===== src/common/dma_pkg.sv =====
`default_nettype none

package dma_pkg;

    // ------------------------------
    // Widths and depths
    // ------------------------------

    // Bus word width in bits
    localparam int unsigned DataWidth = 32;
    // Byte address width
    localparam int unsigned AddrWidth = 16;
    // Transfer length in bytes, up to 64
    localparam int unsigned LenWidth = 7;
    // Burst length field, at most 16 beats
    localparam int unsigned BeatWidth = 4;

    // Entries per job queue and in the last-flag queue
    localparam int unsigned JobDepth = 2;
    // Data buffer entries in words
    localparam int unsigned BufferDepth = 4;
    // Width of the data buffer fill level
    localparam int unsigned FillWidth = $clog2(BufferDepth + 1);

    // ------------------------------
    // Types
    // ------------------------------

    typedef logic [DataWidth-1:0] data_t;
    typedef logic [AddrWidth-1:0] addr_t;
    typedef logic [LenWidth-1:0] len_t;
    // Beat count minus one, as on AW
    typedef logic [BeatWidth-1:0] beats_t;
    typedef logic [FillWidth-1:0] fill_t;
    // Job queue entry, address above beat count
    typedef logic [AddrWidth+BeatWidth-1:0] job_t;

    // Write engine FSM
    typedef enum logic [1:0] {
        WR_IDLE = 2'd0,
        WR_ADDR = 2'd1,
        WR_DATA = 2'd2
    } wr_state_e;

endpackage

`default_nettype wire

===== src/common/dma_job_if.sv =====
`default_nettype none

// One read or write job from the control block to a datapath engine
interface dma_job_if;

    logic valid;
    logic ready;
    // Word aligned start address
    dma_pkg::addr_t addr;
    // Number of words minus one
    dma_pkg::beats_t beats;

    // Control side presents the job
    modport ctrl (
        output valid,
        output addr,
        output beats,
        input  ready
    );

    // Engine side takes it
    modport engine (
        input  valid,
        input  addr,
        input  beats,
        output ready
    );

endinterface

`default_nettype wire


===== src/logic/dma_backend.sv =====
`default_nettype none

module dma_backend (
    input  wire logic clk_i,
    input  wire logic arst_n_i,
    // Request
    input  wire logic req_valid_i,
    output logic req_ready_o,
    input  wire dma_pkg::addr_t req_src_i,
    input  wire dma_pkg::addr_t req_dst_i,
    input  wire dma_pkg::len_t req_len_i,
    input  wire logic req_last_i,
    // Response
    output logic rsp_valid_o,
    input  wire logic rsp_ready_i,
    output logic rsp_last_o,
    output logic rsp_error_o,
    // OBI read port
    output logic obi_req_o,
    output dma_pkg::addr_t obi_addr_o,
    input  wire logic obi_gnt_i,
    input  wire logic obi_rvalid_i,
    input  wire dma_pkg::data_t obi_rdata_i,
    // AXI write port
    output logic aw_valid_o,
    output dma_pkg::addr_t aw_addr_o,
    output dma_pkg::beats_t aw_len_o,
    input  wire logic aw_ready_i,
    output logic w_valid_o,
    output dma_pkg::data_t w_data_o,
    output logic w_last_o,
    input  wire logic w_ready_i,
    input  wire logic b_valid_i,
    output logic b_ready_o
);

    dma_job_if rd_job ();
    dma_job_if wr_job ();

    // Data buffer between the engines
    logic buf_in_valid;
    dma_pkg::data_t buf_in_data;
    logic buf_out_valid;
    logic buf_out_ready;
    dma_pkg::data_t buf_out_data;
    dma_pkg::fill_t buf_fill;
    // Burst completion
    logic done_valid;
    logic done_ready;

    backend_ctrl i_ctrl (
        .clk_i       (clk_i),
        .arst_n_i    (arst_n_i),
        .req_valid_i (req_valid_i),
        .req_ready_o (req_ready_o),
        .req_src_i   (req_src_i),
        .req_dst_i   (req_dst_i),
        .req_len_i   (req_len_i),
        .req_last_i  (req_last_i),
        .rsp_valid_o (rsp_valid_o),
        .rsp_ready_i (rsp_ready_i),
        .rsp_last_o  (rsp_last_o),
        .rsp_error_o (rsp_error_o),
        .rd_job      (rd_job),
        .wr_job      (wr_job),
        .done_valid_i(done_valid),
        .done_ready_o(done_ready)
    );

    obi_reader i_reader (
        .clk_i       (clk_i),
        .arst_n_i    (arst_n_i),
        .job         (rd_job),
        .obi_req_o   (obi_req_o),
        .obi_addr_o  (obi_addr_o),
        .obi_gnt_i   (obi_gnt_i),
        .obi_rvalid_i(obi_rvalid_i),
        .obi_rdata_i (obi_rdata_i),
        .buf_valid_o (buf_in_valid),
        .buf_data_o  (buf_in_data),
        .buf_fill_i  (buf_fill)
    );

    // Reader credit keeps this from overflowing
    stream_fifo #(
        .Depth(dma_pkg::BufferDepth),
        .T    (dma_pkg::data_t)
    ) i_buffer (
        .clk_i      (clk_i),
        .arst_n_i   (arst_n_i),
        .in_valid_i (buf_in_valid),
        .in_ready_o (),
        .in_data_i  (buf_in_data),
        .out_valid_o(buf_out_valid),
        .out_ready_i(buf_out_ready),
        .out_data_o (buf_out_data),
        .fill_o     (buf_fill)
    );

    axi_writer i_writer (
        .clk_i       (clk_i),
        .arst_n_i    (arst_n_i),
        .job         (wr_job),
        .aw_valid_o  (aw_valid_o),
        .aw_addr_o   (aw_addr_o),
        .aw_len_o    (aw_len_o),
        .aw_ready_i  (aw_ready_i),
        .w_valid_o   (w_valid_o),
        .w_data_o    (w_data_o),
        .w_last_o    (w_last_o),
        .w_ready_i   (w_ready_i),
        .buf_valid_i (buf_out_valid),
        .buf_ready_o (buf_out_ready),
        .buf_data_i  (buf_out_data),
        .b_valid_i   (b_valid_i),
        .b_ready_o   (b_ready_o),
        .done_valid_o(done_valid),
        .done_ready_i(done_ready)
    );

endmodule

`default_nettype wire


===== src/datapath/axi_writer.sv =====
`default_nettype none

module axi_writer (
    input  wire logic clk_i,
    input  wire logic arst_n_i,
    dma_job_if.engine job,
    // AW channel
    output logic aw_valid_o,
    output dma_pkg::addr_t aw_addr_o,
    output dma_pkg::beats_t aw_len_o,
    input  wire logic aw_ready_i,
    // W channel
    output logic w_valid_o,
    output dma_pkg::data_t w_data_o,
    output logic w_last_o,
    input  wire logic w_ready_i,
    // Pop side of the data buffer
    input  wire logic buf_valid_i,
    output logic buf_ready_o,
    input  wire dma_pkg::data_t buf_data_i,
    // B channel and completion to control
    input  wire logic b_valid_i,
    output logic b_ready_o,
    output logic done_valid_o,
    input  wire logic done_ready_i
);

    dma_pkg::wr_state_e state_q;
    dma_pkg::wr_state_e state_d;
    logic q_valid;
    logic q_ready;
    dma_pkg::job_t q_data;
    dma_pkg::beats_t beat_q;
    logic w_fire;

    stream_fifo #(
        .Depth(dma_pkg::JobDepth),
        .T    (dma_pkg::job_t)
    ) i_job_queue (
        .clk_i      (clk_i),
        .arst_n_i   (arst_n_i),
        .in_valid_i (job.valid),
        .in_ready_o (job.ready),
        .in_data_i  ({job.addr, job.beats}),
        .out_valid_o(q_valid),
        .out_ready_i(q_ready),
        .out_data_o (q_data),
        .fill_o     ()
    );

    // Job stays at the queue head until its last beat, so AW payload is stable
    assign aw_addr_o = q_data[dma_pkg::AddrWidth+dma_pkg::BeatWidth-1:dma_pkg::BeatWidth];
    assign aw_len_o = q_data[dma_pkg::BeatWidth-1:0];
    assign aw_valid_o = state_q == dma_pkg::WR_ADDR;

    // W beats as buffer words arrive
    assign w_valid_o = (state_q == dma_pkg::WR_DATA) && buf_valid_i;
    assign w_data_o = buf_data_i;
    assign w_last_o = beat_q == aw_len_o;
    assign buf_ready_o = (state_q == dma_pkg::WR_DATA) && w_ready_i;
    assign w_fire = w_valid_o && w_ready_i;
    assign q_ready = w_fire && w_last_o;

    always_comb begin
        state_d = state_q;
        case (state_q)
            dma_pkg::WR_IDLE: if (q_valid) state_d = dma_pkg::WR_ADDR;
            dma_pkg::WR_ADDR: if (aw_ready_i) state_d = dma_pkg::WR_DATA;
            dma_pkg::WR_DATA: if (q_ready) state_d = dma_pkg::WR_IDLE;
            default: state_d = dma_pkg::WR_IDLE;
        endcase
    end

    always_ff @(posedge clk_i or negedge arst_n_i) begin
        if (!arst_n_i) begin
            state_q <= dma_pkg::WR_IDLE;
            beat_q <= '0;
        end else begin
            state_q <= state_d;
            if (w_fire) begin
                beat_q <= w_last_o ? '0 : beat_q + dma_pkg::beats_t'(1);
            end
        end
    end

    // Bursts complete in order, B maps one to one on completions
    assign done_valid_o = b_valid_i;
    assign b_ready_o = done_ready_i;

endmodule

`default_nettype wire


===== src/datapath/obi_reader.sv =====
`default_nettype none

module obi_reader (
    input  wire logic clk_i,
    input  wire logic arst_n_i,
    dma_job_if.engine job,
    // OBI read port
    output logic obi_req_o,
    output dma_pkg::addr_t obi_addr_o,
    input  wire logic obi_gnt_i,
    input  wire logic obi_rvalid_i,
    input  wire dma_pkg::data_t obi_rdata_i,
    // Push side of the data buffer
    output logic buf_valid_o,
    output dma_pkg::data_t buf_data_o,
    input  wire dma_pkg::fill_t buf_fill_i
);

    logic q_valid;
    logic q_ready;
    dma_pkg::job_t q_data;
    dma_pkg::addr_t q_addr;
    dma_pkg::beats_t q_beats;
    // Next beat of the current job
    dma_pkg::beats_t beat_q;
    // Reads granted but not yet returned
    dma_pkg::fill_t out_q;
    logic [dma_pkg::FillWidth:0] credit_used;
    logic issue;

    stream_fifo #(
        .Depth(dma_pkg::JobDepth),
        .T    (dma_pkg::job_t)
    ) i_job_queue (
        .clk_i      (clk_i),
        .arst_n_i   (arst_n_i),
        .in_valid_i (job.valid),
        .in_ready_o (job.ready),
        .in_data_i  ({job.addr, job.beats}),
        .out_valid_o(q_valid),
        .out_ready_i(q_ready),
        .out_data_o (q_data),
        .fill_o     ()
    );

    assign q_addr = q_data[dma_pkg::AddrWidth+dma_pkg::BeatWidth-1:dma_pkg::BeatWidth];
    assign q_beats = q_data[dma_pkg::BeatWidth-1:0];

    // Every buffer slot is either filled or owed by a read in flight
    // Sum cannot rise while a request waits, so req holds until gnt
    assign credit_used = {1'b0, out_q} + {1'b0, buf_fill_i};
    assign obi_req_o = q_valid && (32'(credit_used) < dma_pkg::BufferDepth);
    assign obi_addr_o = q_addr + dma_pkg::addr_t'({beat_q, 2'b00});

    assign issue = obi_req_o && obi_gnt_i;
    // Job leaves the queue with its last grant
    assign q_ready = issue && (beat_q == q_beats);

    always_ff @(posedge clk_i or negedge arst_n_i) begin
        if (!arst_n_i) begin
            beat_q <= '0;
            out_q <= '0;
        end else begin
            if (issue) begin
                beat_q <= q_ready ? '0 : beat_q + dma_pkg::beats_t'(1);
            end
            if (issue && !obi_rvalid_i) begin
                out_q <= out_q + dma_pkg::fill_t'(1);
            end else if (obi_rvalid_i && !issue) begin
                out_q <= out_q - dma_pkg::fill_t'(1);
            end
        end
    end

    // Room is reserved by the credit, so no ready is checked
    assign buf_valid_o = obi_rvalid_i;
    assign buf_data_o = obi_rdata_i;

endmodule

`default_nettype wire


===== src/logic/backend_ctrl.sv =====
`default_nettype none

module backend_ctrl (
    input  wire logic clk_i,
    input  wire logic arst_n_i,
    // Request channel
    input  wire logic req_valid_i,
    output logic req_ready_o,
    input  wire dma_pkg::addr_t req_src_i,
    input  wire dma_pkg::addr_t req_dst_i,
    input  wire dma_pkg::len_t req_len_i,
    input  wire logic req_last_i,
    // Response channel
    output logic rsp_valid_o,
    input  wire logic rsp_ready_i,
    output logic rsp_last_o,
    output logic rsp_error_o,
    // Jobs to the engines
    dma_job_if.ctrl rd_job,
    dma_job_if.ctrl wr_job,
    // Burst completion from the write engine
    input  wire logic done_valid_i,
    output logic done_ready_o
);

    // High from the second cycle after reset on
    logic armed_q;
    logic len_zero;
    logic req_go;
    logic zero_accept;
    dma_pkg::beats_t beats;
    // Last-flag queue
    logic flag_push;
    logic flag_ready;
    logic flag_valid;
    logic flag_last;

    always_ff @(posedge clk_i or negedge arst_n_i) begin
        if (!arst_n_i) begin
            armed_q <= 1'b0;
        end else begin
            armed_q <= 1'b1;
        end
    end

    // ------------------------------
    // Request fork
    // ------------------------------

    assign len_zero = req_len_i == '0;
    assign req_go = armed_q && req_valid_i && !len_zero;

    // Whole words only, one burst per transfer
    assign beats = dma_pkg::beats_t'((req_len_i >> 2) - dma_pkg::len_t'(1));

    // Each branch waits for the other two, so all three push together
    assign rd_job.valid = req_go && wr_job.ready && flag_ready;
    assign wr_job.valid = req_go && rd_job.ready && flag_ready;
    assign flag_push = req_go && rd_job.ready && wr_job.ready;

    assign rd_job.addr = req_src_i;
    assign rd_job.beats = beats;
    assign wr_job.addr = req_dst_i;
    assign wr_job.beats = beats;

    // Zero length goes straight to the response channel
    assign req_ready_o = armed_q &&
        (len_zero ? rsp_ready_i : (rd_job.ready && wr_job.ready && flag_ready));

    // Queued last flags, one per burst in flight
    stream_fifo #(
        .Depth(dma_pkg::JobDepth),
        .T    (logic)
    ) i_last_queue (
        .clk_i      (clk_i),
        .arst_n_i   (arst_n_i),
        .in_valid_i (flag_push),
        .in_ready_o (flag_ready),
        .in_data_i  (req_last_i),
        .out_valid_o(flag_valid),
        .out_ready_i(done_valid_i && done_ready_o),
        .out_data_o (flag_last),
        .fill_o     ()
    );

    // ------------------------------
    // Response
    // ------------------------------

    // Rejection answered in the acceptance cycle
    assign zero_accept = req_valid_i && len_zero && req_ready_o;

    assign rsp_valid_o = zero_accept || (done_valid_i && flag_valid);
    assign rsp_error_o = zero_accept;
    assign rsp_last_o = zero_accept || flag_last;

    // Pending B waits while a rejection takes the channel
    assign done_ready_o = rsp_ready_i && flag_valid && !zero_accept;

endmodule

`default_nettype wire


===== src/logic/stream_fifo.sv =====
`default_nettype none

module stream_fifo #(
    parameter int unsigned Depth = 2,
    parameter type T = logic
) (
    input  wire logic clk_i,
    input  wire logic arst_n_i,
    input  wire logic in_valid_i,
    output logic in_ready_o,
    input  wire T in_data_i,
    output logic out_valid_o,
    input  wire logic out_ready_i,
    output T out_data_o,
    output logic [$clog2(Depth+1)-1:0] fill_o
);

    typedef logic [$clog2(Depth)-1:0] ptr_t;
    typedef logic [$clog2(Depth+1)-1:0] cnt_t;

    // Storage, no reset needed on payload
    T mem_q [Depth];
    ptr_t wr_ptr_q;
    ptr_t rd_ptr_q;
    cnt_t fill_q;
    logic push;
    logic pop;

    // Not fall-through, data shows one cycle after the push
    assign in_ready_o = fill_q < Depth;
    assign out_valid_o = fill_q != '0;
    assign out_data_o = mem_q[rd_ptr_q];
    assign fill_o = fill_q;

    assign push = in_valid_i && in_ready_o;
    assign pop = out_valid_o && out_ready_i;

    always_ff @(posedge clk_i or negedge arst_n_i) begin
        if (!arst_n_i) begin
            wr_ptr_q <= '0;
            rd_ptr_q <= '0;
            fill_q <= '0;
        end else begin
            // Pointers wrap at Depth, works for any depth
            if (push) begin
                wr_ptr_q <= (wr_ptr_q == ptr_t'(Depth - 1)) ? '0 : wr_ptr_q + ptr_t'(1);
            end
            if (pop) begin
                rd_ptr_q <= (rd_ptr_q == ptr_t'(Depth - 1)) ? '0 : rd_ptr_q + ptr_t'(1);
            end
            // Push and pop together leave the level alone
            if (push && !pop) begin
                fill_q <= fill_q + cnt_t'(1);
            end else if (pop && !push) begin
                fill_q <= fill_q - cnt_t'(1);
            end
        end
    end

    always_ff @(posedge clk_i) begin
        if (push) begin
            mem_q[wr_ptr_q] <= in_data_i;
        end
    end

endmodule

`default_nettype wire


===== config.mk =====
export PLATFORM = sky130hd
export DESIGN_NAME = dma_backend
export DESIGN_NICKNAME = d
export VERILOG_FILES = /design/src/common/dma_pkg.sv /design/src/common/dma_job_if.sv /design/src/logic/dma_backend.sv /design/src/datapath/axi_writer.sv /design/src/datapath/obi_reader.sv /design/src/logic/backend_ctrl.sv /design/src/logic/stream_fifo.sv
export SDC_FILE = /design/constraint.sdc
export NUM_CORES = 1
export LEC_CHECK = 0
export BUFFER_PORTS_ARGS = -buffer_cell sky130_fd_sc_hd__buf_2
export CORE_AREA = 2 2 162 116
export DETAILED_ROUTE_END_ITERATION = 10
export DIE_AREA = 0 0 164 118
export PLACE_DENSITY = 0.75
export SLEW_MARGIN = 20
export SYNTH_ARGS = -nofsm -noshare
export SYNTH_HDL_FRONTEND = slang
export SYNTH_SLANG_ARGS = --single-unit
export TNS_END_PERCENT = 20

===== constraint.sdc =====
create_clock -name clk_i -period 3.7 [get_ports clk_i]
set_input_delay 0.555 -clock clk_i [delete_from_list [all_inputs] [get_ports clk_i]]
set_output_delay 0.555 -clock clk_i [all_outputs]
set_load 0.02 [all_outputs]

==> results_tabular.tex <==
\begin{tabular}{lr}
\hline
Metric & Value \\
\hline
\multicolumn{2}{l}{\textbf{Worst setup path}} \\
\quad Setup crit start kind & flip-flop \\
\quad Crit-path max FO & 5 \\
\quad Critical path class & flip-flop to output port \\
\quad Required time reported for the critical path endpoint & 3.14 ns \\
\quad Launching element of the worst setup path & i\_reader.i\_job\_queue.rd\_ptr\_q \\
\quad Critical Path Sink Type & output port \\
\quad Critical path data arrival time & 2.98 ns \\
\quad Source of the worst register-to-register timing path & i\_buffer.fill\_o[2] \\
\multicolumn{2}{l}{\textbf{Timing}} \\
\quad Hold\_ws & 0.133 ns \\
\quad Slew of the pin with the lowest slew margin & 0.865 ns \\
\quad Worst setup skew after layout & 0.0178 ns \\
\quad Achievable clock frequency & 0.283 GHz \\
\quad Setup-failing EPs final & 0 \\
\quad Tightest slew margin relative to the limit & 0.423 \\
\quad Setup WS post-layout & 0.164 ns \\
\quad Share of the clock period used by the worst path after layout & 0.956 \\
\quad Max-slew violation count & 0 \\
\quad Final min period & 3.54 ns \\
\quad Final hold vios & 0 \\
\quad Total negative slack for setup checks & 0 ns \\
\quad Setup repair after global routing missed its margin & no \\
\multicolumn{2}{l}{\textbf{Yosys}} \\
\quad Top FF cell, synth & edfxtp\_1 \\
\quad Most frequent cells after synthesis & edfxtp\_1, dfrtp\_1, mux4\_2 \\
\quad Synthesis-stage register bit count & 243 \\
\quad Number of nets produced by synthesis & 635 \\
\quad Ranking of synthesized cells by area & edfxtp\_1, dfrtp\_1, mux4\_2, mux2\_2, ha\_1 \\
\quad Average instance area after synthesis & 18.5 µm² \\
\quad Synth Instances & 531 \\
\quad Area share of the largest cell type after synthesis & 0.642 \\
\quad Fraction of the yosys area taken by sequential cells & 0.726 \\
\quad Mapped Area & 0.00982 mm² \\
\quad Synth area leader & edfxtp\_1 \\
\quad Post-synthesis async set-or-reset flop share & 0.136 \\
\quad Cell with the most instances after synthesis & edfxtp\_1 \\
\quad Yosys synthesis warning count & 0 \\
\quad Number of unique standard cell types used by synthesis & 49 \\
\quad Count of flip-flops with a built-in enable after synthesis & 210 \\
\multicolumn{2}{l}{\textbf{Global route}} \\
\quad Antenna violations before repair & 1 \\
\quad Global-route met1 utilization & 0.271 \\
\quad Total global-route track usage & 0.191 \\
\quad Most crowded layer after global routing & met2 \\
\quad Maximum number of pins on one net before global-route repair & 34 \\
\quad Met3 Resource Use GR & 0.0423 \\
\quad Routing usage on met2 & 0.304 \\
\quad Overflow left after global routing & 0 \\
\quad Vias in the first global route & 5460 \\
\quad Global-route wire length before repair & 28.7 mm \\
\multicolumn{2}{l}{\textbf{Clocking}} \\
\quad Clock slew at the register clock pins of the worst setup and hold paths & 0.07 ns \\
\quad Clock sink count & 243 \\
\quad TritonCTS clock tree & yes \\
\quad Clk buf depth & 3 \\
\quad Maximum level of the CTS H-tree & 1 \\
\quad Hold-fix buffers, CTS & 0 \\
\quad Clock network latency to the later pin of the worst-skew pair & 0.50 ns \\
\quad Post-CTS repair timing setup buffer count & 0 \\
\quad Master cell of the clock root buffer & clkbuf\_16 \\
\quad CTS buffer count & 23 \\
\multicolumn{2}{l}{\textbf{Floorplanning}} \\
\quad Initial cell density of the core & 0.552 \\
\quad Width of the die & 164 µm \\
\quad Core Rows & 41 \\
\quad Die area & 0.0194 mm² \\
\quad Core region area & 0.0178 mm² \\
\quad Ports & 158 \\
\quad Die span in y & 118 µm \\
\multicolumn{2}{l}{\textbf{Cells and area}} \\
\quad Area taken by multi-input logic gates & 0.00258 mm² \\
\quad Post-layout util & 0.653 \\
\quad Layout area overhead & 18.4\% \\
\quad Area of all sequential standard cells & 0.00713 mm² \\
\quad Fill cell count & 1222 \\
\quad Net count of the finished layout & 811 \\
\quad Share of cells above drive strength 1 & 0.380 \\
\quad Antenna diode count & 0 \\
\multicolumn{2}{l}{\textbf{Worst hold path}} \\
\quad HP Class & input pin to async pin \\
\multicolumn{2}{l}{\textbf{Detailed routing}} \\
\quad Detail-routed net length per standard cell & 18.9 µm \\
\quad Vias post-DR & 5194 \\
\quad Remaining design rule violation count & 0 \\
\quad Violation count after the first detailed-route iteration & 452 \\
\quad Mean number of vias per cell & 5.42 \\
\quad DRT Pass-1 Iters & 5 \\
\quad Post-route antenna net violation count & 0 \\
\quad Final wirelength & 18.2 mm \\
\multicolumn{2}{l}{\textbf{Place}} \\
\quad Number of port buffers & 157 \\
\quad Routability congestion estimate & 0.842 \\
\quad DP HPWL & 12.5 mm \\
\quad Worst slack after detailed placement & 0.455 ns \\
\multicolumn{2}{l}{\textbf{Flow run}} \\
\quad Max Cap Viol & 0 \\
\multicolumn{2}{l}{\textbf{Outcome}} \\
\quad Run status & finished clean \\
\multicolumn{2}{l}{\textbf{Pwr}} \\
\quad VDD IR-drop max & 0.411 mV \\
\quad Leakage power of the design & 4.41 nW \\
\quad Power per cell area & 740 mW/mm² \\
\hline
\end{tabular}
[sequential cells by signal (all words and copies together), names as in the netlist]
signal,count
i_ctrl.i_last_queue.mem_q,2
i_ctrl.i_last_queue.wr_ptr_q,1
i_buffer.rd_ptr_q,2
i_writer.i_job_queue.rd_ptr_q,1
i_reader.i_job_queue.fill_o,2
i_buffer.wr_ptr_q,2
i_reader.out_q,3
i_buffer.mem_q,128
i_writer.i_job_queue.fill_o,2
i_reader.beat_q,4
i_ctrl.i_last_queue.rd_ptr_q,1
i_writer.i_job_queue.wr_ptr_q,1
i_ctrl.armed_q,1
i_writer.i_job_queue.mem_q,40
i_reader.i_job_queue.rd_ptr_q,1
i_writer.state_q,2
i_buffer.fill_o,3
i_writer.beat_q,4
i_ctrl.i_last_queue.fill_o,2
i_reader.i_job_queue.mem_q,40
i_reader.i_job_queue.wr_ptr_q,1
[layout make-up]
| class | count | share of cell area |
|---|---|---|
| Tap cell | 236 | 0.0254 |
| Timing Repair Buffer | 166 | 0.0734 |
| Sequential cell | 243 | 0.613 |
| Multi-Input combinational cell | 258 | 0.222 |
| Clock buffer | 28 | 0.0528 |
| Clock inverter | 13 | 0.00871 |
| Inverter | 15 | 0.00484 |
[what timing repair did]
| action | in CTS | in global routing |
|---|---|---|
| pin swaps | 0 | 0 |
| endpoints found under the setup margin | 2 | 4 |
| resized for setup | 1 | 1 |
[metal layers]
layer,wire (µm),up-vias
met2,8550,153
li1,-,2409
met3,1110,33
met5,13,-
met1,8160,2597
met4,340,2
[logic make-up after synthesis]
logic type,Yosys count,synth area share
buffers and inverters,30,0.0131
adder cells (fa/ha/maj),23,0.0316
flip-flops,243,0.726
other,1,0.000382
multiplexers,75,0.121
AND/OR/NAND/NOR,81,0.0445
XOR/XNOR,43,0.0391
AO/OA/AOI/OAI,35,0.0242
[per-stage QoR]
stage / std cells / cell area [µm²] / power (mW)
floorplan: 531 / 9820 / 5.65
global placement: 918 / 10900 / 6.35
detailed placement: 918 / 10900 / 6.48
CTS: 959 / 11600 / 8.69
global route: 959 / 11600 / 9.06
finish: 959 / 11600 / 8.61
[final timing paths]
| kind | endpoint | slack, ns | cells after the start |
|---|---|---|---|
| worst max-delay path | obi_addr_o[14] | 0.16 | 9 |
| min in group clk_i | i_writer.i_job_queue.mem_q[0][14] | 0.24 | 1 |
| worst max register to register | i_reader.out_q[2] | 0.74 | 10 |
| worst min register to register | i_writer.state_q[0] | 0.46 | 1 |
| worst min-delay path | i_ctrl.i_last_queue.fill_o[0] | 0.13 | 1 |
| max in group asynchronous | i_buffer.rd_ptr_q[0] | 2.99 | 1 |
[where the power goes]
group          total (mW)  internal (mW)  switching, mW
Clock                2.22           1.26          0.959
Combinational        2.65           1.13           1.53
Sequential           3.74           3.42          0.316
[cells in the final DEF (no fill, tap or decap), types with 4 or more instances in the layout]
master,synthesis,final
edfxtp_1,210,210
clkbuf_16,0,23
nand2_1,17,17
inv_1,14,14
nor3_1,11,11
nand3_1,7,7
and2_2,0,4
mux4_2,32,32
dfrtp_1,33,32
ha_1,20,20
xor2_1,24,24
a21o_1,7,7
a21oi_1,7,6
and2_1,8,4
buf_4,0,9
nor2_1,15,15
xnor2_1,18,18
buf_2,6,157
mux2i_1,15,15
mux2_2,27,27
o21ai_0,8,8
nor2b_1,6,6
clkinv_2,0,6
[critical path: stages, from the launching register on]
cell	delay [ns]
dfrtp_1	0.44
mux2_2	0.38
ha_1	0.24
fa_1	0.41
a21o_1	0.18
a21oi_2	0.27
nor2_1	0.15
nand3_1	0.10
xor2_1	0.14
buf_2	0.18
Power figures use the tool's default switching activity.
